## config.mk

```make
export PLATFORM = sky130hd
export DESIGN_NAME = pwrmgr_top
export DESIGN_NICKNAME = d
export VERILOG_FILES = /design/src/pwrmgr_pkg.sv /design/src/pwrmgr_req_capture.sv /design/src/pwrmgr_esc_monitor.sv /design/src/pwrmgr_fsm.sv /design/src/pwrmgr_wake_info.sv /design/src/pwrmgr_cfg_regs.sv /design/src/pwrmgr_top.sv
export VERILOG_INCLUDE_DIRS = /design/src
export SDC_FILE = /design/constraint.sdc
export NUM_CORES = 1
export LEC_CHECK = 0
export BUFFER_PORTS_ARGS = -buffer_cell sky130_fd_sc_hd__buf_2
export CAP_MARGIN = 20
export CORE_ASPECT_RATIO = 1.4
export CORE_MARGIN = 2
export CORE_UTILIZATION = 40
export DETAILED_ROUTE_END_ITERATION = 10
export GPL_TIMING_DRIVEN = 0
export PLACE_DENSITY = 0.58
export SLEW_MARGIN = 10
export SYNTH_ARGS = -nofsm -noshare
export SYNTH_HDL_FRONTEND = slang
export SYNTH_SLANG_ARGS = --single-unit
export TNS_END_PERCENT = 1
```

## constraint.sdc

```tcl
create_clock -name clk_i -period 3.05 [get_ports clk_i]
set_input_delay 0.305 -clock clk_i [delete_from_list [all_inputs] [get_ports clk_i]]
set_output_delay 0.305 -clock clk_i [all_outputs]
set_load 0.05 [all_outputs]
```

## src/pwrmgr_config.svh

```systemverilog
// widths and encodings for the power manager; counts are fixed here, not per instance
`ifndef PWRMGR_CONFIG_SVH
`define PWRMGR_CONFIG_SVH

//////////////////////////////
// request widths
//////////////////////////////

// peripheral wakeup lines
`define PWR_NUM_WKUPS 4

// peripheral reset request lines
`define PWR_NUM_RST_REQS 2

//////////////////////////////
// escalation and sw reset
//////////////////////////////

// cycles without a heartbeat before a timeout
`define PWR_ESC_TIMEOUT_CNT 64

// only multi-bit true value requests a sw reset
`define PWR_MUBI4_TRUE 4'h6

`endif

```

## src/pwrmgr_pkg.sv

```systemverilog
// shared types for the power manager; widths come from the config header
`include "pwrmgr_config.svh"

package pwrmgr_pkg;

  //////////////////////////////
  // request vectors
  //////////////////////////////

  // one bit per wakeup line
  typedef logic [`PWR_NUM_WKUPS-1:0] pwr_wkup_vec_t;

  // reset sources, peripheral lines in the lsbs
  typedef struct packed {
    logic                           sw;
    logic                           ndm;
    logic                           esc;
    logic [`PWR_NUM_RST_REQS-1:0]   periph;
  } pwr_rst_vec_t;

  //////////////////////////////
  // sw config and status
  //////////////////////////////

  typedef struct packed {
    logic                         low_power_hint;
    pwr_wkup_vec_t                wakeup_en;
    logic [`PWR_NUM_RST_REQS-1:0] reset_en;
    logic                         intr_en;
  } pwr_cfg_t;

  // requests toward the reset manager
  typedef struct packed {
    logic rst_sys_req;
    logic rst_lc_req;
  } pwr_rst_req_t;

  typedef struct packed {
    logic          abort;
    logic          fall_through;
    pwr_wkup_vec_t reasons;
  } pwr_wake_info_t;

  // fast fsm encoding
  typedef enum logic [2:0] {
    PowerUp      = 3'd0,
    Active       = 3'd1,
    LowPowerPrep = 3'd2,
    LowPower     = 3'd3,
    Wake         = 3'd4,
    ResetPrep    = 3'd5,
    ResetWait    = 3'd6
  } pwr_fsm_state_e;

endpackage

```

## src/pwrmgr_req_capture.sv

```systemverilog
// requests must be levels held for at least 2 cycles; output lags input by exactly 2 cycles
`timescale 1ns/1ps

module pwrmgr_req_capture #(
  parameter type req_t = logic
) (
  input  logic clk_i,
  input  logic rst_caliptra_ss_lc_n,
  input  req_t req_i,
  input  req_t mask_i,
  output req_t masked_o
);

  //////////////////////////////
  // two flop synchronizer
  //////////////////////////////

  // first stage may go metastable
  req_t sync_q1;
  // second stage is safe to use
  req_t sync_q2;

  always_ff @(posedge clk_i or negedge rst_caliptra_ss_lc_n) begin
    if (!rst_caliptra_ss_lc_n) begin
      sync_q1 <= '0;
      sync_q2 <= '0;
    end else begin
      sync_q1 <= req_i;
      sync_q2 <= sync_q1;
    end
  end

  //////////////////////////////
  // enable mask
  //////////////////////////////

  // mask is applied after the sync, so
  // a new enable takes effect at once
  assign masked_o = req_t'(sync_q2 & mask_i);

endmodule

```

## src/pwrmgr_esc_monitor.sv

```systemverilog
// escalation and timeout latch until reset; heartbeat is checked only while clocks are enabled
`timescale 1ns/1ps
`include "pwrmgr_config.svh"

module pwrmgr_esc_monitor (
  input  logic clk_i,
  input  logic rst_caliptra_ss_lc_n,
  input  logic esc_req_i,
  input  logic esc_ping_i,
  input  logic chk_en_i,
  output logic esc_rst_o,
  output logic esc_timeout_o
);

  localparam int CntW = $clog2(`PWR_ESC_TIMEOUT_CNT + 1);

  logic            esc_q;
  logic            timeout_q;
  logic [CntW-1:0] cnt_q;

  always_ff @(posedge clk_i or negedge rst_caliptra_ss_lc_n) begin
    if (!rst_caliptra_ss_lc_n) begin
      esc_q     <= 1'b0;
      timeout_q <= 1'b0;
      cnt_q     <= '0;
    end else begin
      // sticky once seen
      if (esc_req_i) begin
        esc_q <= 1'b1;
      end
      // heartbeat restarts the count, gated clocks stop the check
      if (esc_ping_i || !chk_en_i) begin
        cnt_q <= '0;
      end else if (cnt_q != CntW'(`PWR_ESC_TIMEOUT_CNT)) begin
        cnt_q <= cnt_q + 1'b1;
      end
      // count saturated, heartbeat lost
      if (cnt_q == CntW'(`PWR_ESC_TIMEOUT_CNT)) begin
        timeout_q <= 1'b1;
      end
    end
  end

  assign esc_timeout_o = timeout_q;
  assign esc_rst_o     = esc_q | timeout_q;

  // escalation reset holds until power-on reset
  esc_rst_sticky_a: assert property (
    @(posedge clk_i) disable iff (!rst_caliptra_ss_lc_n)
    esc_rst_o |=> esc_rst_o
  );

endmodule

```

## src/pwrmgr_fsm.sv

```systemverilog
// clock and reset managers must answer with level handshakes; no timeout on either wait
`timescale 1ns/1ps

module pwrmgr_fsm (
  input  logic                        clk_i,
  input  logic                        rst_caliptra_ss_lc_n,
  input  logic                        low_power_entry_i,
  input  logic                        core_sleeping_i,
  input  pwrmgr_pkg::pwr_wkup_vec_t   wakeups_i,
  input  pwrmgr_pkg::pwr_rst_vec_t    reset_reqs_i,
  input  logic                        clk_status_i,
  input  logic                        rst_ack_i,
  output logic                        clk_en_o,
  output pwrmgr_pkg::pwr_rst_req_t    pwr_rst_o,
  output logic                        low_power_o,
  output logic                        wkup_o,
  output logic                        fall_through_o,
  output logic                        abort_o,
  output logic                        clr_hint_o,
  output pwrmgr_pkg::pwr_rst_vec_t    reset_cause_o
);

  pwrmgr_pkg::pwr_fsm_state_e state_q, state_d;
  pwrmgr_pkg::pwr_rst_req_t   rst_req_q, rst_req_d;
  pwrmgr_pkg::pwr_rst_vec_t   cause_q, cause_d;
  logic clk_en_q, clk_en_d;
  logic low_power_q, low_power_d;
  // set when the next entry to active is a real wakeup
  logic wkup_pend_q, wkup_pend_d;
  logic wkup_q, wkup_d;
  logic fall_q, fall_d;
  logic abort_q, abort_d;
  logic clr_hint_q, clr_hint_d;
  logic any_wkup;
  logic any_rst;

  assign any_wkup = |wakeups_i;
  assign any_rst  = |reset_reqs_i;

  //////////////////////////////
  // next state
  //////////////////////////////

  always_comb begin
    state_d     = state_q;
    rst_req_d   = rst_req_q;
    cause_d     = cause_q;
    clk_en_d    = clk_en_q;
    low_power_d = low_power_q;
    wkup_pend_d = wkup_pend_q;
    wkup_d      = 1'b0;
    fall_d      = 1'b0;
    abort_d     = 1'b0;
    clr_hint_d  = 1'b0;

    unique case (state_q)
      pwrmgr_pkg::PowerUp: begin
        clk_en_d = 1'b1;
        // wait for clocks to come back
        if (clk_en_q && clk_status_i) begin
          state_d     = pwrmgr_pkg::Active;
          wkup_d      = wkup_pend_q;
          wkup_pend_d = 1'b0;
        end
      end
      pwrmgr_pkg::Active: begin
        if (low_power_entry_i) begin
          state_d    = pwrmgr_pkg::LowPowerPrep;
          clk_en_d   = 1'b0;
          clr_hint_d = 1'b1;
        end
      end
      pwrmgr_pkg::LowPowerPrep: begin
        // wakeup already pending, fall through
        if (any_wkup) begin
          state_d  = pwrmgr_pkg::Wake;
          clk_en_d = 1'b1;
          fall_d   = 1'b1;
        // core woke up on its own
        end else if (!core_sleeping_i) begin
          state_d  = pwrmgr_pkg::Wake;
          clk_en_d = 1'b1;
          abort_d  = 1'b1;
        end else if (!clk_status_i) begin
          state_d     = pwrmgr_pkg::LowPower;
          low_power_d = 1'b1;
        end
      end
      pwrmgr_pkg::LowPower: begin
        if (any_wkup) begin
          state_d     = pwrmgr_pkg::Wake;
          clk_en_d    = 1'b1;
          low_power_d = 1'b0;
          wkup_pend_d = 1'b1;
        end
      end
      pwrmgr_pkg::Wake: begin
        if (clk_status_i) begin
          state_d     = pwrmgr_pkg::Active;
          wkup_d      = wkup_pend_q;
          wkup_pend_d = 1'b0;
        end
      end
      pwrmgr_pkg::ResetPrep: begin
        // requests drop once acked
        if (rst_ack_i) begin
          state_d   = pwrmgr_pkg::ResetWait;
          rst_req_d = '0;
        end
      end
      pwrmgr_pkg::ResetWait: begin
        if (!rst_ack_i) begin
          state_d     = pwrmgr_pkg::PowerUp;
          wkup_pend_d = 1'b1;
        end
      end
      default: begin
        state_d = pwrmgr_pkg::PowerUp;
      end
    endcase

    // reset requests win from any state outside the reset handshake
    if (any_rst && state_q != pwrmgr_pkg::ResetPrep &&
        state_q != pwrmgr_pkg::ResetWait) begin
      state_d               = pwrmgr_pkg::ResetPrep;
      cause_d               = reset_reqs_i;
      rst_req_d.rst_sys_req = 1'b1;
      rst_req_d.rst_lc_req  = reset_reqs_i.esc;
      low_power_d           = 1'b0;
      clk_en_d              = clk_en_q;
      wkup_d                = 1'b0;
      fall_d                = 1'b0;
      abort_d               = 1'b0;
      clr_hint_d            = 1'b0;
    end
  end

  //////////////////////////////
  // state and outputs
  //////////////////////////////

  always_ff @(posedge clk_i or negedge rst_caliptra_ss_lc_n) begin
    if (!rst_caliptra_ss_lc_n) begin
      state_q     <= pwrmgr_pkg::PowerUp;
      rst_req_q   <= '0;
      cause_q     <= '0;
      clk_en_q    <= 1'b1;
      low_power_q <= 1'b0;
      wkup_pend_q <= 1'b0;
      wkup_q      <= 1'b0;
      fall_q      <= 1'b0;
      abort_q     <= 1'b0;
      clr_hint_q  <= 1'b0;
    end else begin
      state_q     <= state_d;
      rst_req_q   <= rst_req_d;
      cause_q     <= cause_d;
      clk_en_q    <= clk_en_d;
      low_power_q <= low_power_d;
      wkup_pend_q <= wkup_pend_d;
      wkup_q      <= wkup_d;
      fall_q      <= fall_d;
      abort_q     <= abort_d;
      clr_hint_q  <= clr_hint_d;
    end
  end

  assign clk_en_o       = clk_en_q;
  assign pwr_rst_o      = rst_req_q;
  assign low_power_o    = low_power_q;
  assign wkup_o         = wkup_q;
  assign fall_through_o = fall_q;
  assign abort_o        = abort_q;
  assign clr_hint_o     = clr_hint_q;
  assign reset_cause_o  = cause_q;

  // lc reset never goes out alone
  lc_with_sys_a: assert property (
    @(posedge clk_i) disable iff (!rst_caliptra_ss_lc_n)
    pwr_rst_o.rst_lc_req |-> pwr_rst_o.rst_sys_req
  );

endmodule

```

## src/pwrmgr_wake_info.sv

```systemverilog
// record is sticky until cleared; reasons are only captured while in low power
`timescale 1ns/1ps

module pwrmgr_wake_info (
  input  logic                        clk_i,
  input  logic                        rst_caliptra_ss_lc_n,
  input  logic                        clr_i,
  input  logic                        capture_i,
  input  pwrmgr_pkg::pwr_wkup_vec_t   wakeups_i,
  input  logic                        fall_through_i,
  input  logic                        abort_i,
  output pwrmgr_pkg::pwr_wake_info_t  info_o
);

  pwrmgr_pkg::pwr_wake_info_t info_q;

  always_ff @(posedge clk_i or negedge rst_caliptra_ss_lc_n) begin
    if (!rst_caliptra_ss_lc_n) begin
      info_q <= '0;
    end else if (clr_i) begin
      // clear beats any set in the same cycle
      info_q <= '0;
    end else begin
      // accumulate masked wakeups seen in low power
      if (capture_i) begin
        info_q.reasons <= info_q.reasons | wakeups_i;
      end
      if (fall_through_i) begin
        info_q.fall_through <= 1'b1;
      end
      if (abort_i) begin
        info_q.abort <= 1'b1;
      end
    end
  end

  assign info_o = info_q;

endmodule

```

## src/pwrmgr_cfg_regs.sv

```systemverilog
// writes are dropped without response while locked; lock reopens only on wakeup, fall-through or abort
`timescale 1ns/1ps

module pwrmgr_cfg_regs (
  input  logic                  clk_i,
  input  logic                  rst_caliptra_ss_lc_n,
  input  logic                  cfg_wr_i,
  input  pwrmgr_pkg::pwr_cfg_t  cfg_i,
  input  logic                  clr_hint_i,
  input  logic                  wkup_i,
  input  logic                  clr_lock_i,
  input  logic                  intr_clr_i,
  output pwrmgr_pkg::pwr_cfg_t  cfg_o,
  output logic                  cfg_regwen_o,
  output logic                  intr_wakeup_o
);

  pwrmgr_pkg::pwr_cfg_t cfg_q;
  logic regwen_q;
  logic intr_state_q;

  //////////////////////////////
  // config register
  //////////////////////////////

  always_ff @(posedge clk_i or negedge rst_caliptra_ss_lc_n) begin
    if (!rst_caliptra_ss_lc_n) begin
      cfg_q <= '0;
    end else begin
      if (cfg_wr_i && regwen_q) begin
        cfg_q <= cfg_i;
      end
      // fsm wipes the hint on low power entry
      if (clr_hint_i) begin
        cfg_q.low_power_hint <= 1'b0;
      end
    end
  end

  // lock while a low power entry is pending
  always_ff @(posedge clk_i or negedge rst_caliptra_ss_lc_n) begin
    if (!rst_caliptra_ss_lc_n) begin
      regwen_q <= 1'b1;
    end else if (!regwen_q && (wkup_i || clr_lock_i)) begin
      regwen_q <= 1'b1;
    end else if (cfg_q.low_power_hint) begin
      regwen_q <= 1'b0;
    end
  end

  //////////////////////////////
  // wakeup interrupt
  //////////////////////////////

  // new event wins over a clear
  always_ff @(posedge clk_i or negedge rst_caliptra_ss_lc_n) begin
    if (!rst_caliptra_ss_lc_n) begin
      intr_state_q <= 1'b0;
    end else if (wkup_i) begin
      intr_state_q <= 1'b1;
    end else if (intr_clr_i) begin
      intr_state_q <= 1'b0;
    end
  end

  assign cfg_o         = cfg_q;
  assign cfg_regwen_o  = regwen_q;
  assign intr_wakeup_o = intr_state_q & cfg_q.intr_en;

  // locked write leaves the config alone
  locked_write_a: assert property (
    @(posedge clk_i) disable iff (!rst_caliptra_ss_lc_n)
    (cfg_wr_i && !cfg_regwen_o && !clr_hint_i) |=> (cfg_o == $past(cfg_o))
  );

endmodule

```

## src/pwrmgr_top.sv

```systemverilog
// single clock domain; all request inputs are levels held until their effect is seen
`timescale 1ns/1ps
`include "pwrmgr_config.svh"

module pwrmgr_top (
  input  logic                          clk_i,
  input  logic                          rst_caliptra_ss_lc_n,
  input  logic                          cfg_wr_i,
  input  pwrmgr_pkg::pwr_cfg_t          cfg_i,
  input  logic                          intr_clr_i,
  input  logic                          wake_info_clr_i,
  input  pwrmgr_pkg::pwr_wkup_vec_t     wakeups_i,
  input  logic [`PWR_NUM_RST_REQS-1:0]  rstreqs_i,
  input  logic [3:0]                    sw_rst_req_i,
  input  logic                          ndmreset_req_i,
  input  logic                          esc_req_i,
  input  logic                          esc_ping_i,
  input  logic                          core_sleeping_i,
  input  logic                          clk_status_i,
  input  logic                          rst_ack_i,
  output logic                          clk_en_o,
  output pwrmgr_pkg::pwr_rst_req_t      pwr_rst_o,
  output logic                          low_power_o,
  output logic                          cfg_regwen_o,
  output logic                          intr_wakeup_o,
  output logic                          esc_timeout_o,
  output pwrmgr_pkg::pwr_wake_info_t    wake_info_o,
  output pwrmgr_pkg::pwr_rst_vec_t      reset_cause_o
);

  pwrmgr_pkg::pwr_cfg_t       cfg;
  pwrmgr_pkg::pwr_wkup_vec_t  wkup_masked;
  pwrmgr_pkg::pwr_rst_vec_t   rst_raw;
  pwrmgr_pkg::pwr_rst_vec_t   rst_mask;
  pwrmgr_pkg::pwr_rst_vec_t   rst_masked;
  logic esc_rst;
  logic wkup;
  logic fall_through;
  logic abort;
  logic clr_hint;

  //////////////////////////////
  // raw reset vector
  //////////////////////////////

  assign rst_raw.periph = rstreqs_i;
  assign rst_raw.esc    = esc_rst;
  assign rst_raw.ndm    = ndmreset_req_i;
  // strict compare, any other value is no request
  assign rst_raw.sw     = (sw_rst_req_i == `PWR_MUBI4_TRUE);

  // only peripheral lines are sw maskable
  assign rst_mask.periph = cfg.reset_en;
  assign rst_mask.esc    = 1'b1;
  assign rst_mask.ndm    = 1'b1;
  assign rst_mask.sw     = 1'b1;

  //////////////////////////////
  // request capture
  //////////////////////////////

  pwrmgr_req_capture #(.req_t(pwrmgr_pkg::pwr_wkup_vec_t)) u_wkup_capture (
    .clk_i,
    .rst_caliptra_ss_lc_n,
    .req_i    (wakeups_i),
    .mask_i   (cfg.wakeup_en),
    .masked_o (wkup_masked)
  );

  pwrmgr_req_capture #(.req_t(pwrmgr_pkg::pwr_rst_vec_t)) u_rst_capture (
    .clk_i,
    .rst_caliptra_ss_lc_n,
    .req_i    (rst_raw),
    .mask_i   (rst_mask),
    .masked_o (rst_masked)
  );

  // heartbeat only expected while clocks run
  pwrmgr_esc_monitor u_esc_monitor (
    .clk_i,
    .rst_caliptra_ss_lc_n,
    .esc_req_i,
    .esc_ping_i,
    .chk_en_i      (clk_en_o),
    .esc_rst_o     (esc_rst),
    .esc_timeout_o
  );

  //////////////////////////////
  // fast fsm
  //////////////////////////////

  pwrmgr_fsm u_fsm (
    .clk_i,
    .rst_caliptra_ss_lc_n,
    .low_power_entry_i (core_sleeping_i & cfg.low_power_hint),
    .core_sleeping_i,
    .wakeups_i         (wkup_masked),
    .reset_reqs_i      (rst_masked),
    .clk_status_i,
    .rst_ack_i,
    .clk_en_o,
    .pwr_rst_o,
    .low_power_o,
    .wkup_o            (wkup),
    .fall_through_o    (fall_through),
    .abort_o           (abort),
    .clr_hint_o        (clr_hint),
    .reset_cause_o
  );

  pwrmgr_wake_info u_wake_info (
    .clk_i,
    .rst_caliptra_ss_lc_n,
    .clr_i          (wake_info_clr_i),
    .capture_i      (low_power_o),
    .wakeups_i      (wkup_masked),
    .fall_through_i (fall_through),
    .abort_i        (abort),
    .info_o         (wake_info_o)
  );

  // fall-through and abort also reopen the lock
  pwrmgr_cfg_regs u_cfg_regs (
    .clk_i,
    .rst_caliptra_ss_lc_n,
    .cfg_wr_i,
    .cfg_i,
    .clr_hint_i    (clr_hint),
    .wkup_i        (wkup),
    .clr_lock_i    (fall_through | abort),
    .intr_clr_i,
    .cfg_o         (cfg),
    .cfg_regwen_o,
    .intr_wakeup_o
  );

endmodule

```

==> results.json <==
{
  "outcome": "finished clean",
  "crit_arrival_ns": 1.91,
  "num-nets-final": 299,
  "io_buffers": 46,
  "start_kind": "register",
  "maxCapViolCount": 0,
  "post_cts_buffers": 0,
  "swShare_pct": 36.57,
  "fmax_mhz": 586.5,
  "synth_seq_cells": 60,
  "routed-wl-met3_um": 206,
  "setup_violations": 0,
  "setup_ws_ns": 1.345,
  "die_area_mm2": 0.006775,
  "cts.sinks": 60,
  "pin_count": 47,
  "top_layer_used": "met4",
  "tightest_slew_ns": 0.7358,
  "cts_tree": "done",
  "hp-class": "in2async",
  "pwr-share-comb_pct": 32.6,
  "p_int_mw": 1.648,
  "clock-root-buffer": "clkbuf_8",
  "vias": 1734,
  "grt.overflow.total": 0,
  "grt_max_degree": 61,
  "synth_cells": 211,
  "tns_ns": 0,
  "preCtsSetupSlack_ns": 1.361,
  "detail-route-antenna-nets": 0,
  "cp.required_ns": 3.26,
  "ys_seq_area_share_pct": 61.39,
  "synth_warnings": 0,
  "clk_latency_ns": 0.33,
  "wire_per_inst_um": 14.07,
  "finalCritPeriodShare_pct": 55.90,
  "fin_skew_ns": 0.006697,
  "hold_viol_final": 0,
  "wl_met2_um": 2390,
  "grt_util_all_layers_pct": 15.53,
  "diodes": 0,
  "synth.distinct_cells": 49,
  "p_switching_mw": 0.9499,
  "synth_area_mm2": 0.002450,
  "p_leak_nw": 1.392,
  "area_delta_synth_final_pct": 20.84,
  "drt-pass1-iter-count": 4,
  "clk_pin_slew_ns": 0.06,
  "initial_core_util_pct": 41.49,
  "worstSetupPathType": "reg2reg",
  "htree_levels": 3,
  "antenna_found_initial": 0,
  "power.share.clock_pct": 26.6,
  "layout_min_cycle_time_ns": 1.705,
  "peakVddDrop_v": 0.0003139,
  "grt_pass1_wl_um": 7741,
  "endpoint_kind": "register",
  "slew_headroom_pct": 50.95,
  "layout-drive-gt1-share_pct": 32.47,
  "cts_hold_buf": 0,
  "crit_path_max_fanout": 9,
  "fillers": 573,
  "power.density_mw_per_mm2": 877.4,
  "grt_pass1_vias": 1689,
  "num_rows": 33,
  "core_area_mm2": 0.005904,
  "clk_path_buf_depth": 2,
  "gp_routability_congestion": 0.7846,
  "synth_area_per_cell_um2": 11.61,
  "routed_wl_um": 4798,
  "synthesis.nets": 242,
  "drt-met1-wl_um": 2100,
  "die_y_um": 96.60,
  "slew_violations": 0,
  "via_per_inst": 5.085,
  "cts_resized": 0,
  "drc": 0,
  "power_frac_seq_pct": 40.8,
  "rsz0062_at_grt": "no",
  "dp_hpwl_um": 3368,
  "r2r_cells": 5,
  "dieWidth_um": 70.14,
  "cts_made_buffers": 9,
  "dr.first_iter.drc_count": 88
}
path summary, 6_finish.rpt:
kind | from | endpoint | slack, ns
min in group clk_i | wakeups_i[2] | u_wkup_capture.sync_q1[2] | 0.07
worst min register to register | u_wkup_capture.sync_q1[2] | u_wkup_capture.sync_q2[2] | 0.35
worst max register to register | u_rst_capture.sync_q2[0] | u_fsm.state_q[0] | 1.34
worst min-delay path | rst_caliptra_ss_lc_n | u_esc_monitor.cnt_q[5] | 0.04
worst max-delay path | u_rst_capture.sync_q2[0] | u_fsm.state_q[0] | 1.34
max in group asynchronous | rst_caliptra_ss_lc_n | u_fsm.wkup_o | 2.53
cell usage after synthesis, drive strengths merged:
| master | n | share of area (%) |
|---|---|---|
| o22a | 1 | 0.41 |
| nor3 | 5 | 1.4 |
| o32ai | 2 | 1.0 |
| or3 | 1 | 0.26 |
| dfrtp | 58 | 59 |
| inv | 7 | 1.1 |
| o21a | 2 | 0.61 |
| nand4 | 4 | 1.0 |
| and3 | 2 | 0.51 |
| buf | 3 | 0.97 |
| a21oi | 9 | 2.0 |
| nor2 | 21 | 3.2 |
| nand2b | 3 | 0.77 |
| or2b | 1 | 0.31 |
| a31oi | 5 | 1.3 |
| ha | 2 | 1.0 |
| o21ai | 8 | 1.6 |
| a211oi | 2 | 1.1 |
| xor2 | 4 | 1.4 |
| a211o | 1 | 0.36 |
| mux2 | 7 | 3.2 |
| nor4bb | 1 | 0.41 |
| a41oi | 1 | 0.36 |
| nand3 | 5 | 1.0 |
| and2 | 2 | 0.51 |
| nand2 | 30 | 5.0 |
| nor4 | 4 | 1.0 |
| o31a | 1 | 0.36 |
| or2 | 3 | 0.77 |
| nor2b | 2 | 0.61 |
| xnor2 | 3 | 1.1 |
| a22oi | 5 | 2.7 |
| dfstp | 2 | 2.1 |
| o22ai | 2 | 0.51 |
| a21o | 2 | 0.61 |
critical path: stages, from the launching register on:
cell and delay (ns):
dfrtp_1 0.42, a211oi_4 0.37, nand2_4 0.15, o32ai_2 0.37, or2_1 0.18, o22ai_1 0.10
power by group through the flow:
stage | combinational [mW] | clock (mW) | sequential (mW)
floorplan | 0.476 | 0 | 1.23
CTS | 0.859 | 0.715 | 1.06
detailed placement | 0.858 | 0 | 1.08
global route | 0.940 | 0.752 | 1.08
global placement | 0.852 | 0 | 1.07
finish | 0.846 | 0.692 | 1.06
per-stage QoR:
step	utilization [%]	power, mW	hold WS, ns	instance area, um^2	instances
2_1_floorplan	-	1.709	0.009409	2450	211
3_3_place_gp	46.87	1.923	0.3332	2768	327
3_5_place_dp	46.92	1.933	0.3379	2770	327
4_1_cts	50.14	2.635	0.05893	2960	341
5_1_grt	50.14	2.772	0.04697	2960	341
6_report	50.14	2.597	0.04203	2960	341
cell type report:
type	instances	area (um^2)	area share, %
repair buffers	46	232.7	7.861
well taps	70	87.58	2.959
clock buffers	12	155.1	5.241
flip-flops and latches	60	1504	50.80
inverters	7	26.28	0.8876
multi-input cells	141	895.9	30.26
clock inverters	2	35.03	1.183
plain buffers	3	23.77	0.8030
placed cells by master (no fill, tap or decap), drive strengths merged, types with 2 or more instances in the layout:
cell type,Yosys,final
inv,7,7
nor3,5,5
o21ai,8,8
nand3,5,5
ha,2,2
nor2,21,21
o21a,2,2
nor4,4,4
mux2,7,7
nor2b,2,2
and3,2,2
a211oi,2,2
a31oi,5,5
a21o,2,2
or2,3,3
a21oi,9,9
dfrtp,58,58
nand2,30,30
a22oi,5,5
o22ai,2,2
clkbuf,0,12
dfstp,2,2
and2,2,2
xor2,4,4
nand2b,3,3
o32ai,2,2
nand4,4,4
buf,3,49
xnor2,3,3
routing by layer:
metal | vias to the layer above | track usage [%]
met5 | - | 0
met4 | 0 | 8.173
met3 | 8 | 6.224
met2 | 31 | 25.87
met1 | 847 | 17.19
li1 | 848 | -
flip-flops by register name (all words and copies together) (netlist names), 2 cells and up:
signal                  count
u_fsm.pwr_rst_o             2
u_fsm.reset_cause_o         5
u_fsm.state_q               3
u_wake_info.info_o          6
u_wkup_capture.sync_q2      4
u_cfg_regs.cfg_o            8
u_wkup_capture.sync_q1      4
u_esc_monitor.cnt_q         7
u_rst_capture.sync_q2       5
u_rst_capture.sync_q1       5
kinds of logic (layout without fill, tap and decap cells):
kind of cell               Yosys count  count (layout)  synth area share [%]
adders and majority gates            2               2                 1.021
muxes                                7               7                 3.218
xor gates and xnor gates             7               7                 2.503
buffers and inverters               10              70                 2.043
and+or+nand+nor                     84              84                 16.85
DFF                                 60              60                 61.39
AOI/OAI and AO/OA                   41              41                 12.97
Note: power is estimated with default switching activity, not from simulation.
